[config.mk]
export PLATFORM = sky130hd
export DESIGN_NAME = cpu_core
export DESIGN_NICKNAME = d
export VERILOG_FILES = /design/src/verilog/cpu_pkg.sv /design/src/verilog/cpu_core.sv /design/src/verilog/cpu_lsu.sv /design/src/verilog/cpu_exec.sv /design/src/verilog/cpu_regfile.sv /design/src/verilog/cpu_decode.sv /design/src/verilog/cpu_fetch.sv /design/src/verilog/cpu_fsm.sv
export SDC_FILE = /design/constraint.sdc
export NUM_CORES = 2
export LEC_CHECK = 0
export CAP_MARGIN = 20
export CORE_MARGIN = 2
export CORE_UTILIZATION = 28
export DETAILED_ROUTE_END_ITERATION = 12
export DONT_BUFFER_PORTS = 1
export PLACE_DENSITY_LB_ADDON = 0.25
export RECOVER_POWER = 50
export SLEW_MARGIN = 40
export SYNTH_ARGS = -nofsm -noshare
export SYNTH_HDL_FRONTEND = slang
export SYNTH_SLANG_ARGS = --single-unit
[constraint.sdc]
create_clock -name i_clk -period 7.7 [get_ports i_clk]
set_clock_uncertainty 0.05 [all_clocks]
set_input_delay 0.385 -clock i_clk [delete_from_list [all_inputs] [get_ports i_clk]]
set_output_delay 0.385 -clock i_clk [all_outputs]
set_load 0.02 [all_outputs]
[src/verilog/cpu_pkg.sv]
//////////////////////////////
// cpu package
// widths, opcodes, reset vector and control enums
// shared by the multicycle rv32i core
//////////////////////////////
`default_nettype none

package cpu_pkg;

  typedef logic [31:0] word_t;      // data or address word
  typedef logic [4:0]  reg_addr_t;  // register index
  typedef logic [31:0] instr_t;     // raw instruction

  localparam word_t RESET_VECTOR = 32'h0000_0000;  // first fetch address
  localparam int    NUM_REGS     = 32;
  localparam int    INSTR_BYTES  = 4;              // pc step, no compressed

  // major opcodes, bits [6:0]
  localparam logic [6:0] OPC_OP     = 7'b0110011;
  localparam logic [6:0] OPC_OP_IMM = 7'b0010011;
  localparam logic [6:0] OPC_LUI    = 7'b0110111;
  localparam logic [6:0] OPC_JAL    = 7'b1101111;
  localparam logic [6:0] OPC_BRANCH = 7'b1100011;
  localparam logic [6:0] OPC_LOAD   = 7'b0000011;
  localparam logic [6:0] OPC_STORE  = 7'b0100011;

  typedef enum logic [2:0] {
    ST_FETCH, ST_DECODE, ST_EXEC, ST_MEM, ST_WB
  } cpu_state_e;

  typedef enum logic [2:0] {
    ALU_ADD, ALU_SUB, ALU_AND, ALU_OR, ALU_XOR, ALU_SLL, ALU_SRL, ALU_SLT
  } alu_op_e;

  typedef enum logic {
    OPB_RS2, OPB_IMM
  } opb_sel_e;

  typedef enum logic [1:0] {
    WB_ALU, WB_LOAD, WB_PC4
  } wb_sel_e;

endpackage

`default_nettype wire
[src/verilog/cpu_core.sv]
//////////////////////////////
// cpu core top
// multicycle rv32i subset with ibus and dbus
//////////////////////////////
`timescale 1ns/1ps
`default_nettype none

module cpu_core
  import cpu_pkg::*;
(
  input  logic   i_clk,
  input  logic   i_arst_n,
  input  instr_t i_ibus_rd_data,
  input  logic   i_ibus_ack,
  input  word_t  i_dbus_rd_data,
  input  logic   i_dbus_ack,
  output word_t  o_ibus_addr,
  output logic   o_ibus_rd_en,
  output word_t  o_dbus_addr,
  output word_t  o_dbus_wr_data,
  output logic   o_dbus_wr_en,
  output logic   o_dbus_rd_en
);

  logic      dbus_req;
  logic      en_decode;
  logic      en_exec;
  logic      en_wb;
  word_t     pc_inc;
  instr_t    instr;
  reg_addr_t rs1;
  reg_addr_t rs2;
  reg_addr_t rd;
  word_t     imm;
  alu_op_e   alu_op;
  opb_sel_e  opb_sel;
  wb_sel_e   wb_sel;
  logic      rf_we;
  logic      is_mem;
  logic      is_store;
  logic      is_branch;
  logic      branch_ne;
  logic      jump;
  logic      is_lui;
  word_t     rs1_data;
  word_t     rs2_data;
  word_t     result;
  logic      branch_taken;
  word_t     wb_data;

  cpu_fsm u_fsm (
    .i_clk       (i_clk),
    .i_arst_n    (i_arst_n),
    .i_ibus_ack  (i_ibus_ack),
    .i_dbus_ack  (i_dbus_ack),
    .i_is_mem    (is_mem),
    .o_state     (),               // enables carry the state
    .o_ibus_req  (o_ibus_rd_en),
    .o_dbus_req  (dbus_req),
    .o_en_decode (en_decode),
    .o_en_exec   (en_exec),
    .o_en_wb     (en_wb)
  );

  cpu_fetch u_fetch (
    .i_clk          (i_clk),
    .i_arst_n       (i_arst_n),
    .i_ibus_ack     (i_ibus_ack),
    .i_ibus_rd_data (i_ibus_rd_data),
    .i_en_wb        (en_wb),
    .i_branch_taken (branch_taken),
    .i_jump         (jump),
    .i_imm          (imm),
    .o_pc           (o_ibus_addr),    // pc drives ibus directly
    .o_pc_inc       (pc_inc),
    .o_instr        (instr)
  );

  cpu_decode u_decode (
    .i_clk       (i_clk),
    .i_arst_n    (i_arst_n),
    .i_en_decode (en_decode),
    .i_instr     (instr),
    .o_rs1       (rs1),
    .o_rs2       (rs2),
    .o_rd        (rd),
    .o_imm       (imm),
    .o_alu_op    (alu_op),
    .o_opb_sel   (opb_sel),
    .o_wb_sel    (wb_sel),
    .o_rf_we     (rf_we),
    .o_is_mem    (is_mem),
    .o_is_store  (is_store),
    .o_is_branch (is_branch),
    .o_branch_ne (branch_ne),
    .o_jump      (jump),
    .o_is_lui    (is_lui)
  );

  cpu_regfile u_regfile (
    .i_clk      (i_clk),
    .i_arst_n   (i_arst_n),
    .i_rs1      (rs1),
    .i_rs2      (rs2),
    .i_rd       (rd),
    .i_we       (en_wb & rf_we),  // write only in wb state
    .i_wr_data  (wb_data),
    .o_rs1_data (rs1_data),
    .o_rs2_data (rs2_data)
  );

  cpu_exec u_exec (
    .i_clk          (i_clk),
    .i_arst_n       (i_arst_n),
    .i_en_exec      (en_exec),
    .i_rs1_data     (rs1_data),
    .i_rs2_data     (rs2_data),
    .i_imm          (imm),
    .i_alu_op       (alu_op),
    .i_opb_sel      (opb_sel),
    .i_is_branch    (is_branch),
    .i_branch_ne    (branch_ne),
    .i_is_lui       (is_lui),
    .o_result       (result),
    .o_branch_taken (branch_taken)
  );

  cpu_lsu u_lsu (
    .i_clk          (i_clk),
    .i_arst_n       (i_arst_n),
    .i_dbus_req     (dbus_req),
    .i_is_store     (is_store),
    .i_result       (result),
    .i_rs2_data     (rs2_data),
    .i_pc_inc       (pc_inc),
    .i_dbus_rd_data (i_dbus_rd_data),
    .i_dbus_ack     (i_dbus_ack),
    .i_wb_sel       (wb_sel),
    .o_dbus_addr    (o_dbus_addr),
    .o_dbus_wr_data (o_dbus_wr_data),
    .o_dbus_wr_en   (o_dbus_wr_en),
    .o_dbus_rd_en   (o_dbus_rd_en),
    .o_wb_data      (wb_data)
  );

endmodule

`default_nettype wire

[src/verilog/cpu_lsu.sv]
//////////////////////////////
// cpu load/store unit
// dbus strobes, load capture, wb mux
//////////////////////////////
`timescale 1ns/1ps
`default_nettype none

module cpu_lsu
  import cpu_pkg::*;
(
  input  logic    i_clk,
  input  logic    i_arst_n,
  input  logic    i_dbus_req,      // level from fsm
  input  logic    i_is_store,
  input  word_t   i_result,
  input  word_t   i_rs2_data,
  input  word_t   i_pc_inc,
  input  word_t   i_dbus_rd_data,
  input  logic    i_dbus_ack,
  input  wb_sel_e i_wb_sel,
  output word_t   o_dbus_addr,
  output word_t   o_dbus_wr_data,
  output logic    o_dbus_wr_en,
  output logic    o_dbus_rd_en,
  output word_t   o_wb_data
);

  word_t load_q;

  assign o_dbus_addr    = i_result;    // held by exec register
  assign o_dbus_wr_data = i_rs2_data;
  assign o_dbus_wr_en   = i_dbus_req && i_is_store;
  assign o_dbus_rd_en   = i_dbus_req && !i_is_store;

  always_ff @(posedge i_clk or negedge i_arst_n) begin
    if (!i_arst_n) begin
      load_q <= '0;
    end else if (i_dbus_ack && o_dbus_rd_en) begin
      load_q <= i_dbus_rd_data;  // word only
    end
  end

  always_comb begin
    case (i_wb_sel)
      WB_LOAD: o_wb_data = load_q;
      WB_PC4:  o_wb_data = i_pc_inc;  // jal link
      default: o_wb_data = i_result;
    endcase
  end

endmodule

`default_nettype wire

[src/verilog/cpu_exec.sv]
//////////////////////////////
// cpu execute stage
// alu, branch compare, result register
//////////////////////////////
`timescale 1ns/1ps
`default_nettype none

module cpu_exec
  import cpu_pkg::*;
(
  input  logic     i_clk,
  input  logic     i_arst_n,
  input  logic     i_en_exec,
  input  word_t    i_rs1_data,
  input  word_t    i_rs2_data,
  input  word_t    i_imm,
  input  alu_op_e  i_alu_op,
  input  opb_sel_e i_opb_sel,
  input  logic     i_is_branch,
  input  logic     i_branch_ne,
  input  logic     i_is_lui,
  output word_t    o_result,       // alu value or mem address
  output logic     o_branch_taken
);

  word_t opb;
  word_t alu_out;
  logic  taken;

  assign opb = (i_opb_sel == OPB_IMM) ? i_imm : i_rs2_data;

  always_comb begin
    case (i_alu_op)
      ALU_SUB: alu_out = i_rs1_data - opb;
      ALU_AND: alu_out = i_rs1_data & opb;
      ALU_OR:  alu_out = i_rs1_data | opb;
      ALU_XOR: alu_out = i_rs1_data ^ opb;
      ALU_SLL: alu_out = i_rs1_data << opb[4:0];
      ALU_SRL: alu_out = i_rs1_data >> opb[4:0];
      ALU_SLT: alu_out = {31'b0, $signed(i_rs1_data) < $signed(opb)};
      default: alu_out = i_rs1_data + opb;  // add, also ld/st address
    endcase
  end

  // beq/bne only, equality on rs1 and rs2
  assign taken = i_is_branch && ((i_rs1_data == i_rs2_data) ^ i_branch_ne);

  always_ff @(posedge i_clk or negedge i_arst_n) begin
    if (!i_arst_n) begin
      o_branch_taken <= 1'b0;
    end else if (i_en_exec) begin
      o_branch_taken <= taken;
    end
  end

  always_ff @(posedge i_clk) begin
    if (i_en_exec) begin
      o_result <= i_is_lui ? i_imm : alu_out;  // lui passes u-imm
    end
  end

endmodule

`default_nettype wire

[src/verilog/cpu_regfile.sv]
//////////////////////////////
// cpu register file
// 32x32, async read, x0 reads zero
//////////////////////////////
`timescale 1ns/1ps
`default_nettype none

module cpu_regfile
  import cpu_pkg::*;
(
  input  logic      i_clk,
  input  logic      i_arst_n,
  input  reg_addr_t i_rs1,
  input  reg_addr_t i_rs2,
  input  reg_addr_t i_rd,
  input  logic      i_we,       // write-back enable
  input  word_t     i_wr_data,
  output word_t     o_rs1_data,
  output word_t     o_rs2_data
);

  word_t regs [NUM_REGS];

  always_ff @(posedge i_clk or negedge i_arst_n) begin
    if (!i_arst_n) begin
      for (int i = 0; i < NUM_REGS; i++) begin
        regs[i] <= '0;
      end
    end else if (i_we && (i_rd != '0)) begin
      regs[i_rd] <= i_wr_data;  // x0 never written
    end
  end

  assign o_rs1_data = regs[i_rs1];
  assign o_rs2_data = regs[i_rs2];

endmodule

`default_nettype wire

[src/verilog/cpu_decode.sv]
//////////////////////////////
// cpu decode stage
// registered fields, immediates and control selects
//////////////////////////////
`timescale 1ns/1ps
`default_nettype none

module cpu_decode
  import cpu_pkg::*;
(
  input  logic      i_clk,
  input  logic      i_arst_n,
  input  logic      i_en_decode,
  input  instr_t    i_instr,
  output reg_addr_t o_rs1,
  output reg_addr_t o_rs2,
  output reg_addr_t o_rd,
  output word_t     o_imm,
  output alu_op_e   o_alu_op,
  output opb_sel_e  o_opb_sel,
  output wb_sel_e   o_wb_sel,
  output logic      o_rf_we,
  output logic      o_is_mem,
  output logic      o_is_store,
  output logic      o_is_branch,
  output logic      o_branch_ne,
  output logic      o_jump,
  output logic      o_is_lui
);

  logic [6:0] opcode;
  logic [2:0] funct3;
  word_t      imm_d;
  alu_op_e    alu_op_d;
  opb_sel_e   opb_sel_d;
  wb_sel_e    wb_sel_d;
  logic       rf_we_d;
  logic       is_mem_d;
  logic       is_store_d;
  logic       is_branch_d;
  logic       jump_d;
  logic       is_lui_d;

  assign opcode = i_instr[6:0];
  assign funct3 = i_instr[14:12];

  function automatic alu_op_e f3_to_op(input logic [2:0] f3, input logic sub);
    case (f3)
      3'b000:  return sub ? ALU_SUB : ALU_ADD;
      3'b001:  return ALU_SLL;
      3'b010:  return ALU_SLT;
      3'b100:  return ALU_XOR;
      3'b101:  return ALU_SRL;
      3'b110:  return ALU_OR;
      default: return ALU_AND;
    endcase
  endfunction

  always_comb begin
    imm_d       = {{20{i_instr[31]}}, i_instr[31:20]};  // i-type default
    alu_op_d    = ALU_ADD;
    opb_sel_d   = OPB_IMM;
    wb_sel_d    = WB_ALU;
    rf_we_d     = 1'b0;
    is_mem_d    = 1'b0;
    is_store_d  = 1'b0;
    is_branch_d = 1'b0;
    jump_d      = 1'b0;
    is_lui_d    = 1'b0;
    case (opcode)
      OPC_OP: begin
        opb_sel_d = OPB_RS2;
        alu_op_d  = f3_to_op(funct3, i_instr[30]);
        rf_we_d   = (funct3 != 3'b011);                 // no sltu
      end
      OPC_OP_IMM: begin
        alu_op_d = f3_to_op(funct3, 1'b0);              // imm bit 30 is not sub
        rf_we_d  = (funct3 != 3'b011);
      end
      OPC_LUI: begin
        imm_d    = {i_instr[31:12], 12'b0};
        is_lui_d = 1'b1;
        rf_we_d  = 1'b1;
      end
      OPC_JAL: begin
        imm_d    = {{11{i_instr[31]}}, i_instr[31], i_instr[19:12], i_instr[20],
                    i_instr[30:21], 1'b0};
        jump_d   = 1'b1;
        wb_sel_d = WB_PC4;                              // link = pc + 4
        rf_we_d  = 1'b1;
      end
      OPC_BRANCH: begin
        imm_d       = {{19{i_instr[31]}}, i_instr[31], i_instr[7], i_instr[30:25],
                       i_instr[11:8], 1'b0};
        opb_sel_d   = OPB_RS2;
        is_branch_d = (funct3[2:1] == 2'b00);           // beq, bne only
      end
      OPC_LOAD: begin
        wb_sel_d = WB_LOAD;
        rf_we_d  = (funct3 == 3'b010);                  // lw only
        is_mem_d = (funct3 == 3'b010);
      end
      OPC_STORE: begin
        imm_d      = {{20{i_instr[31]}}, i_instr[31:25], i_instr[11:7]};
        is_mem_d   = (funct3 == 3'b010);                // sw only
        is_store_d = (funct3 == 3'b010);
      end
      default: ;                                        // unknown runs as nop
    endcase
  end

  always_ff @(posedge i_clk or negedge i_arst_n) begin
    if (!i_arst_n) begin
      o_alu_op    <= ALU_ADD;
      o_opb_sel   <= OPB_RS2;
      o_wb_sel    <= WB_ALU;
      o_rf_we     <= 1'b0;
      o_is_mem    <= 1'b0;
      o_is_store  <= 1'b0;
      o_is_branch <= 1'b0;
      o_branch_ne <= 1'b0;
      o_jump      <= 1'b0;
      o_is_lui    <= 1'b0;
    end else if (i_en_decode) begin
      o_alu_op    <= alu_op_d;
      o_opb_sel   <= opb_sel_d;
      o_wb_sel    <= wb_sel_d;
      o_rf_we     <= rf_we_d;
      o_is_mem    <= is_mem_d;
      o_is_store  <= is_store_d;
      o_is_branch <= is_branch_d;
      o_branch_ne <= funct3[0];  // bne when set
      o_jump      <= jump_d;
      o_is_lui    <= is_lui_d;
    end
  end

  always_ff @(posedge i_clk) begin
    if (i_en_decode) begin
      o_rs1 <= i_instr[19:15];
      o_rs2 <= i_instr[24:20];
      o_rd  <= i_instr[11:7];
      o_imm <= imm_d;
    end
  end

endmodule

`default_nettype wire

[src/verilog/cpu_fetch.sv]
//////////////////////////////
// cpu fetch stage
// pc, instruction register and next-pc select
//////////////////////////////
`timescale 1ns/1ps
`default_nettype none

module cpu_fetch
  import cpu_pkg::*;
(
  input  logic   i_clk,
  input  logic   i_arst_n,
  input  logic   i_ibus_ack,
  input  instr_t i_ibus_rd_data,
  input  logic   i_en_wb,         // pc moves at write-back
  input  logic   i_branch_taken,
  input  logic   i_jump,
  input  word_t  i_imm,
  output word_t  o_pc,            // also the ibus address
  output word_t  o_pc_inc,
  output instr_t o_instr
);

  assign o_pc_inc = o_pc + word_t'(INSTR_BYTES);

  always_ff @(posedge i_clk or negedge i_arst_n) begin
    if (!i_arst_n) begin
      o_pc <= RESET_VECTOR;
    end else if (i_en_wb) begin
      o_pc <= (i_branch_taken || i_jump) ? o_pc + i_imm : o_pc_inc;  // redirect or step
    end
  end

  always_ff @(posedge i_clk) begin
    if (i_ibus_ack) begin
      o_instr <= i_ibus_rd_data;  // data valid with ack
    end
  end

endmodule

`default_nettype wire

[src/verilog/cpu_fsm.sv]
//////////////////////////////
// cpu control fsm
// steps fetch, decode, execute, memory, write-back
//////////////////////////////
`timescale 1ns/1ps
`default_nettype none

module cpu_fsm
  import cpu_pkg::*;
(
  input  logic       i_clk,
  input  logic       i_arst_n,
  input  logic       i_ibus_ack,
  input  logic       i_dbus_ack,
  input  logic       i_is_mem,     // load or store, from decode
  output cpu_state_e o_state,
  output logic       o_ibus_req,   // level, held until ack
  output logic       o_dbus_req,
  output logic       o_en_decode,  // one-cycle enables
  output logic       o_en_exec,
  output logic       o_en_wb
);

  cpu_state_e state_d;

  always_comb begin
    state_d = o_state;
    case (o_state)
      ST_FETCH:  if (i_ibus_ack && o_ibus_req) state_d = ST_DECODE;  // wait on ibus
      ST_DECODE: state_d = ST_EXEC;
      ST_EXEC:   state_d = i_is_mem ? ST_MEM : ST_WB;                // skip mem if alu
      ST_MEM:    if (i_dbus_ack) state_d = ST_WB;                    // wait on dbus
      default:   state_d = ST_FETCH;                                 // wb back to fetch
    endcase
  end

  // requests are flops so strobes stay low through reset
  always_ff @(posedge i_clk or negedge i_arst_n) begin
    if (!i_arst_n) begin
      o_state    <= ST_FETCH;
      o_ibus_req <= 1'b0;
      o_dbus_req <= 1'b0;
    end else begin
      o_state    <= state_d;
      o_ibus_req <= (state_d == ST_FETCH);  // rises one cycle after release
      o_dbus_req <= (state_d == ST_MEM);
    end
  end

  assign o_en_decode = (o_state == ST_DECODE);
  assign o_en_exec   = (o_state == ST_EXEC);
  assign o_en_wb     = (o_state == ST_WB);

endmodule

`default_nettype wire

# Yosys cells after proc, flatten, opt, wreduce, memory -nomap -nowiden
# Cells that the tools add are included.
# word_totals
regBits,1218
inputBits,68
out_inout_bits,99
# op_classes
addsub,4
n_lt_le_gt_ge,5
n_eq_ne,28
n_shift,2
muxes,31
bitwise,8
n_reduce_logical,18
# ops
op,count
$bwmux W1024,1
$bmux W32 S5,2
$mux W32,8
$pmux W32 S7,1
$demux W32 S5,1
$pmux W31 S4,1
$add A32 B32 Y32,2
$pmux W32 S2,1
$pmux W3 S6,2
$add A32 B3 Y32 const B,1
$and A32 B32 Y32,1
$eq A32 B32 Y1,1
$lt A32 B32 Y1,1
$or A32 B32 Y32,1
$shl A32 B5 Y32,1
$shr A32 B5 Y32,1
$sub A32 B32 Y32,1
$xor A32 B32 Y32,1
$eq A3 B3 Y1 const B,8
$eq A7 B6 Y1 const B,3
$eq A3 B2 Y1 const B,6
$ge A6 B6 Y1 const B,3
$not A5 Y6,3
$eq A7 B7 Y1 const B,2
22 further kinds,43

# Depth between registers and ports, before layout
# logic_depth
ltp_word,8
ltp_mapped,26

# Modules after synthesis
# Synthesis repeated with hierarchy kept, for this count alone.
# hier_totals
hier_cells,6988
hier_area_um2,76208.1
# modules_own_cells
mod,n_inst,cells_each,area_each_um2,seq_area_each_um2
cpu_regfile,1,4601,55942.4,25624.6
cpu_exec,1,1416,10242.3,985.9
cpu_fetch,1,544,4895.9,1761.7
cpu_decode,1,160,2447.3,1736.7
cpu_lsu,1,247,2432.3,800.8
cpu_fsm,1,19,241.5,125.1
cpu_core,1,1,6.3,0.0

# Worst setup path before layout
# OpenSTA, ideal clock, no wires.
# synth_path
path_kind,register -> register
start,reg u_decode.o_rs2[1]
end,"reg u_exec.o_result[25], data pin"
setup_ps,261
t_arrival_ps,5526
required_ps,7389
slack_ps,1863
path_stages_with_launch,24
path_buffers,7
synth_period_minus_slack_ps,5837
cell_sequence,edfxtp_1 -> buf_6 -> buf_12 -> buf_12 -> buf_12 -> mux2i_1 -> a22oi_1 -> a21oi_1 -> nor4_4 -> mux2i_2 -> clkbuf_1 -> clkbuf_1 -> ha_1 -> clkbuf_1 -> a221oi_1 -> o311a_1 -> a31oi_1 -> a21oi_1 -> a2111oi_1 -> nor2_1 -> o41ai_1 -> xnor2_1 -> o22ai_1 -> o32a_1
# synth_via
elab_chain_cells,8
# synth_lines
element,line,source
"start, declared",cpu_decode.sv:16,"output reg_addr_t o_rs2,"
"start signal, assigned",cpu_decode.sv:141,o_rs2 <= i_instr[24:20];
$not A5 Y6 (not written as such) (*),cpu_regfile.sv:35,assign o_rs2_data = regs[i_rs2];
$bmux W32 S5 (*),cpu_regfile.sv:35,
$mux W32 (not written as such) (*) (2 in a row),cpu_regfile.sv:35,
via o_dbus_wr_data[2],cpu_core.sv:20,"output word_t o_dbus_wr_data,"
$mux W32 (*),cpu_exec.sv:30,assign opb = (i_opb_sel == OPB_IMM) ? i_imm : i_rs2_data;
$add A32 B32 Y32 (tied with other cells),cpu_exec.sv:41,default: alu_out = i_rs1_data + opb;
$pmux W32 S7 (*),cpu_exec.sv:33,case (i_alu_op)
$mux W32 (*),cpu_exec.sv:58,o_result <= i_is_lui ? i_imm : alu_out;
"end signal, assigned",cpu_exec.sv:58,
"end, declared",cpu_exec.sv:22,"output word_t o_result,"
# The timed path passes the listed nets; every way through them passes the cells marked *. The select of a mux whose other input is x is not followed.
# A chain may end at the register's enable or synchronous reset.

# Worst setup path after layout
# layout_path
start,reg u_decode.o_rs2[1]
end,"reg u_exec.o_result[18], data pin"
# layout_via
elab_chain_cells,8
# layout_lines
element,line
$not A5 Y6 (not written as such) (*),cpu_regfile.sv:35
$bmux W32 S5 (*),cpu_regfile.sv:35
$mux W32 (not written as such) (*) (2 in a row),cpu_regfile.sv:35
$mux W32 (*),cpu_exec.sv:30
$add A32 B32 Y32 (tied with other cells),cpu_exec.sv:41
$pmux W32 S7 (*),cpu_exec.sv:33
$mux W32 (*),cpu_exec.sv:58
# Every way passes the cells marked *; elsewhere a longest branch is shown, timed or not. The select of a mux whose other input is x is not followed.

==> impl_metrics.tcl <==
set metrics [dict create \
    ys_ff_latch 1217 \
    hold_viol 0 \
    intPower_w 0.0144 \
    area_delta_synth_final_pct 13.4 \
    fp.dieH_um 510 \
    antenna_found_initial 8 \
    post-route-period-util_pct 90.0 \
    cp_max_fo 45 \
    post-cts-setup-buffers 0 \
    worst_pin_slew_ns 3.25 \
    clk_latency_ns 0.83 \
    wl_per_cell_um 29.2 \
    vias 60891 \
    drc_errors 0 \
    grt_pass1_vias 59321 \
    finalMaxSlewViolations 894 \
    overflow 0 \
    grt_max_degree 136 \
    synth_nets 7754 \
    dr.pass1.iters 6 \
    cts.clk_slew.worst_paths_ns 0.07 \
    seq_area_frac_synth_pct 43.2 \
    fin_nets 7525 \
    hp-start "i_ibus_rd_data[3]" \
    reg2reg_from "u_decode.o_rs2[1]$_DFFE_PP_" \
    grt_first_pass_wirelength_um 450000 \
    seq_area_um2 31000 \
    start_util_pct 28.2 \
    reg2reg_to "u_exec.o_result[18]$_DFFE_PN_" \
    critical_path.startpoint_type "register" \
    fp.dieArea_um2 260000 \
    hold_path_depth 1 \
    status "finished with violations" \
    portBuffers 0 \
    syn_area_um2 71800 \
    power_frac_clock_pct 27.4 \
    syn_area_per_cell_um2 9.50 \
    multi_input_area_um2 37700 \
    crit_path_end_kind "register" \
    cts_root_buf "clkbuf_16" \
    fill_cells 26120 \
    setup_tns_ns 0 \
    power.leakage_nw 34.5 \
    power_density_nw_per_um2 317 \
    drt_wl_total_um 315000 \
    cap_viol_max_count 15 \
    synth.distinct_cells 96 \
    synth_edf_count 111 \
    htreeDepth 4 \
    fp.coreArea_um2 254000 \
    swShare_pct 43.9 \
    place_hpwl_um 211000 \
    cts_sinks 1217 \
    holdPathEnd "u_fetch.o_instr[3]$_DFFE_PP_" \
    final_core_util_pct 32.0 \
    switching_power_w 0.0113 \
    max_clock_freq_ghz 0.144 \
    ir_worst_vdd_mv 0.247 \
    worst-setup-path-type "reg2reg" \
    cts_tree "done" \
    crit_required_ns 8.19 \
    io_pins 167 \
    reg2reg_slack_ns 0.77 \
    first_iter_violations 6986 \
    gp_congestion 0.998 \
    clockBufferDepth 3 \
    grt_use_total_pct 23.8 \
    antenna_left 0 \
    rsz0062_at_grt "false" \
    maxSlewHeadroom_pct -117 \
    arrival_ns 7.42 \
    async_flop_share_pct 90.9 \
    ys_warn_count 0 \
    p_seq_share_pct 29.9 \
    synth_ff_type "dfrtp_1" \
    failed_checks "capacitance limit, slew limit" \
    synthCells 7552 \
    setup_violations 0 \
    hold_slack_ns 0.132 \
    die_x_um 510 \
    num_rows 185 \
    combPwrFrac_pct 42.6 \
    fin_crit_ns 6.93 \
    numCtsBuffers 141 \
    viasPerCell 5.64 \
    hold_path_class "in2reg" \
    r2r_cells 22 \
    layout-drive-gt1-share_pct 12.2 \
]
## logic make-up (layout without fill, tap and decap cells)
kind of cell / Yosys count / count (layout) / synth area share [%]
simple gates: 2199 / 2199 / 12.9
compound gates: 2129 / 2129 / 17.6
flops: 1217 / 1217 / 43.2
mux: 916 / 916 / 17.5
buf+inv: 839 / 720 / 5.07
fa+ha+maj: 135 / 135 / 2.38
xor+xnor: 117 / 117 / 1.43
other cells: 0 / 4 / 0
## through the flow
stage          power [W]  std cells  cell area (um2)  worst slack [ns]
5_1_grt           0.0267      10799            81400             0.233
6_report          0.0258      10803            81400             0.768
4_1_cts           0.0256      10793            81400             0.982
3_5_place_dp      0.0185      10472            75900              1.00
3_3_place_gp      0.0184      10461            75500             0.962
2_1_floorplan     0.0140       7552            71800              1.86
## synth_stat cells, types with 33 or more instances
| master | instances | area [um2] |
|---|---|---|
| a21oi_1 | 281 | 1410 |
| nand3_1 | 200 | 1000 |
| mux2_2 | 48 | 541 |
| buf_4 | 59 | 443 |
| a211oi_1 | 51 | 383 |
| a22oi_1 | 158 | 1190 |
| a221o_1 | 41 | 410 |
| a21o_1 | 49 | 368 |
| inv_1 | 144 | 541 |
| nor3_1 | 47 | 235 |
| o22ai_1 | 91 | 569 |
| nand2_1 | 1464 | 5500 |
| edfxtp_1 | 111 | 3330 |
| nand4_1 | 44 | 275 |
| mux2i_1 | 602 | 6030 |
| dfrtp_1 | 1106 | 27700 |
| ha_1 | 131 | 1640 |
| nor2_1 | 264 | 991 |
| clkbuf_1 | 493 | 1850 |
| xnor2_1 | 85 | 744 |
| a32oi_1 | 33 | 289 |
| o21ai_0 | 1168 | 5850 |
| mux4_2 | 262 | 5900 |
| buf_2 | 99 | 495 |
## how the worst max path moves through the flow
| stage | from | end | slack (ns) | cells past startpoint |
|---|---|---|---|---|
| floorplan | u_decode.o_rs2[1]$_DFFE_PP_ | u_exec.o_result[25]$_DFFE_PN_ | 1.86 | 23 |
| global placement | u_decode.o_rs2[0]$_DFFE_PP_ | u_exec.o_result[0]$_DFFE_PN_ | 0.96 | 20 |
| detailed placement | u_decode.o_rs2[0]$_DFFE_PP_ | u_exec.o_result[0]$_DFFE_PN_ | 1.00 | 20 |
| CTS | u_decode.o_rs2[0]$_DFFE_PP_ | u_exec.o_result[0]$_DFFE_PN_ | 0.98 | 20 |
| global route | i_arst_n | u_regfile.regs[419]$_DFFE_PN0P_ | 0.23 | 5 |
| finish | u_decode.o_rs2[1]$_DFFE_PP_ | u_exec.o_result[18]$_DFFE_PN_ | 0.77 | 22 |
## cell type report
cell class	instances	share of cell area, %
Multi-Input combinational cell	5496	46.4
Sequential cell	1217	38.1
Clock buffer	213	5.26
Tap cell	3366	5.18
Timing Repair Buffer	314	3.67
Inverter	153	0.720
Clock inverter	40	0.655
Antenna cell	4	0.0123
## power by group through the flow
stage | clock network, W | registers (W) | logic [W]
floorplan | 0 | 0.00744 | 0.00658
global placement | 0 | 0.00780 | 0.0106
detailed placement | 0 | 0.00781 | 0.0107
CTS | 0.00721 | 0.00769 | 0.0107
global route | 0.00746 | 0.00773 | 0.0115
finish | 0.00707 | 0.00771 | 0.0110
## critical path, cell delays in order, from the launching register on
cell and delay (ns):
edfxtp_1 0.40, buf_4 0.53, mux2i_1 0.16, a22oi_1 0.22
a21oi_1 0.10, or4_1 0.80, clkinv_2 0.16, a21oi_4 0.08
inv_6 0.07, buf_4 0.45, ha_1 0.32, fa_1 0.26
nand2b_1 0.07, a221oi_1 0.46, nor3_1 0.18, o41ai_1 0.52
a211o_1 0.44, a21oi_1 0.15, o21ba_2 0.22, o21ai_0 0.17
o2111ai_1 0.15, a2111oi_0 0.57, a2bb2oi_1 0.11
## cells in the final DEF (no fill, tap or decap), types with 23 or more instances in the layout
| cell | netlist | layout |
|---|---|---|
| nand2_1 | 1464 | 1436 |
| o21ai_0 | 1168 | 1134 |
| dfrtp_1 | 1106 | 1105 |
| mux2i_1 | 602 | 602 |
| a21oi_1 | 281 | 281 |
| mux4_2 | 262 | 262 |
| nor2_1 | 264 | 254 |
| nand3_1 | 200 | 198 |
| buf_4 | 59 | 175 |
| a22oi_1 | 158 | 158 |
| clkbuf_16 | 0 | 150 |
| inv_1 | 144 | 144 |
| ha_1 | 131 | 131 |
| edfxtp_1 | 111 | 111 |
| o22ai_1 | 91 | 91 |
| xnor2_1 | 85 | 85 |
| dlygate4sd3_1 | 0 | 67 |
| a211oi_1 | 51 | 51 |
| a21o_1 | 49 | 49 |
| mux2_2 | 48 | 48 |
| nor3_1 | 47 | 45 |
| nand4_1 | 44 | 44 |
| clkbuf_1 | 493 | 43 |
| a221o_1 | 41 | 41 |
| a32oi_1 | 33 | 33 |
| o21a_1 | 32 | 32 |
| xor2_1 | 32 | 32 |
| nand2b_1 | 31 | 30 |
| clkbuf_8 | 0 | 29 |
| o21ai_2 | 0 | 25 |
| a31oi_1 | 24 | 24 |
| nand2_4 | 0 | 23 |
| buf_6 | 10 | 23 |
## registers in the layout, indices dropped and copies added (netlist names), 5 cells and up
register         cells
u_regfile.regs    1024
u_decode.o_rd        5
u_decode.o_rs1       5
u_decode.o_rs2       5
u_decode.o_imm      32
u_fetch.o_pc        32
u_fetch.o_instr     32
u_lsu.load_q        32
u_exec.o_result     32
## repair_timing
item	4_1_cts	5_1_grt
endpoints found under the hold margin	223	0
resized for setup	0	0
hold buffers	68	0
## layer usage
| metal | vias up | track usage (%) | share of wire [%] |
|---|---|---|---|
| met2 | 2579 | 35.4 | 43 |
| met5 | - | 0 | 0.0086 |
| met1 | 31055 | 33.9 | 45 |
| li1 | 26698 | - | - |
| met3 | 555 | 4.91 | 7.8 |
| met4 | 4 | 8.26 | 3.9 |
Power figures use the tool's default switching activity.
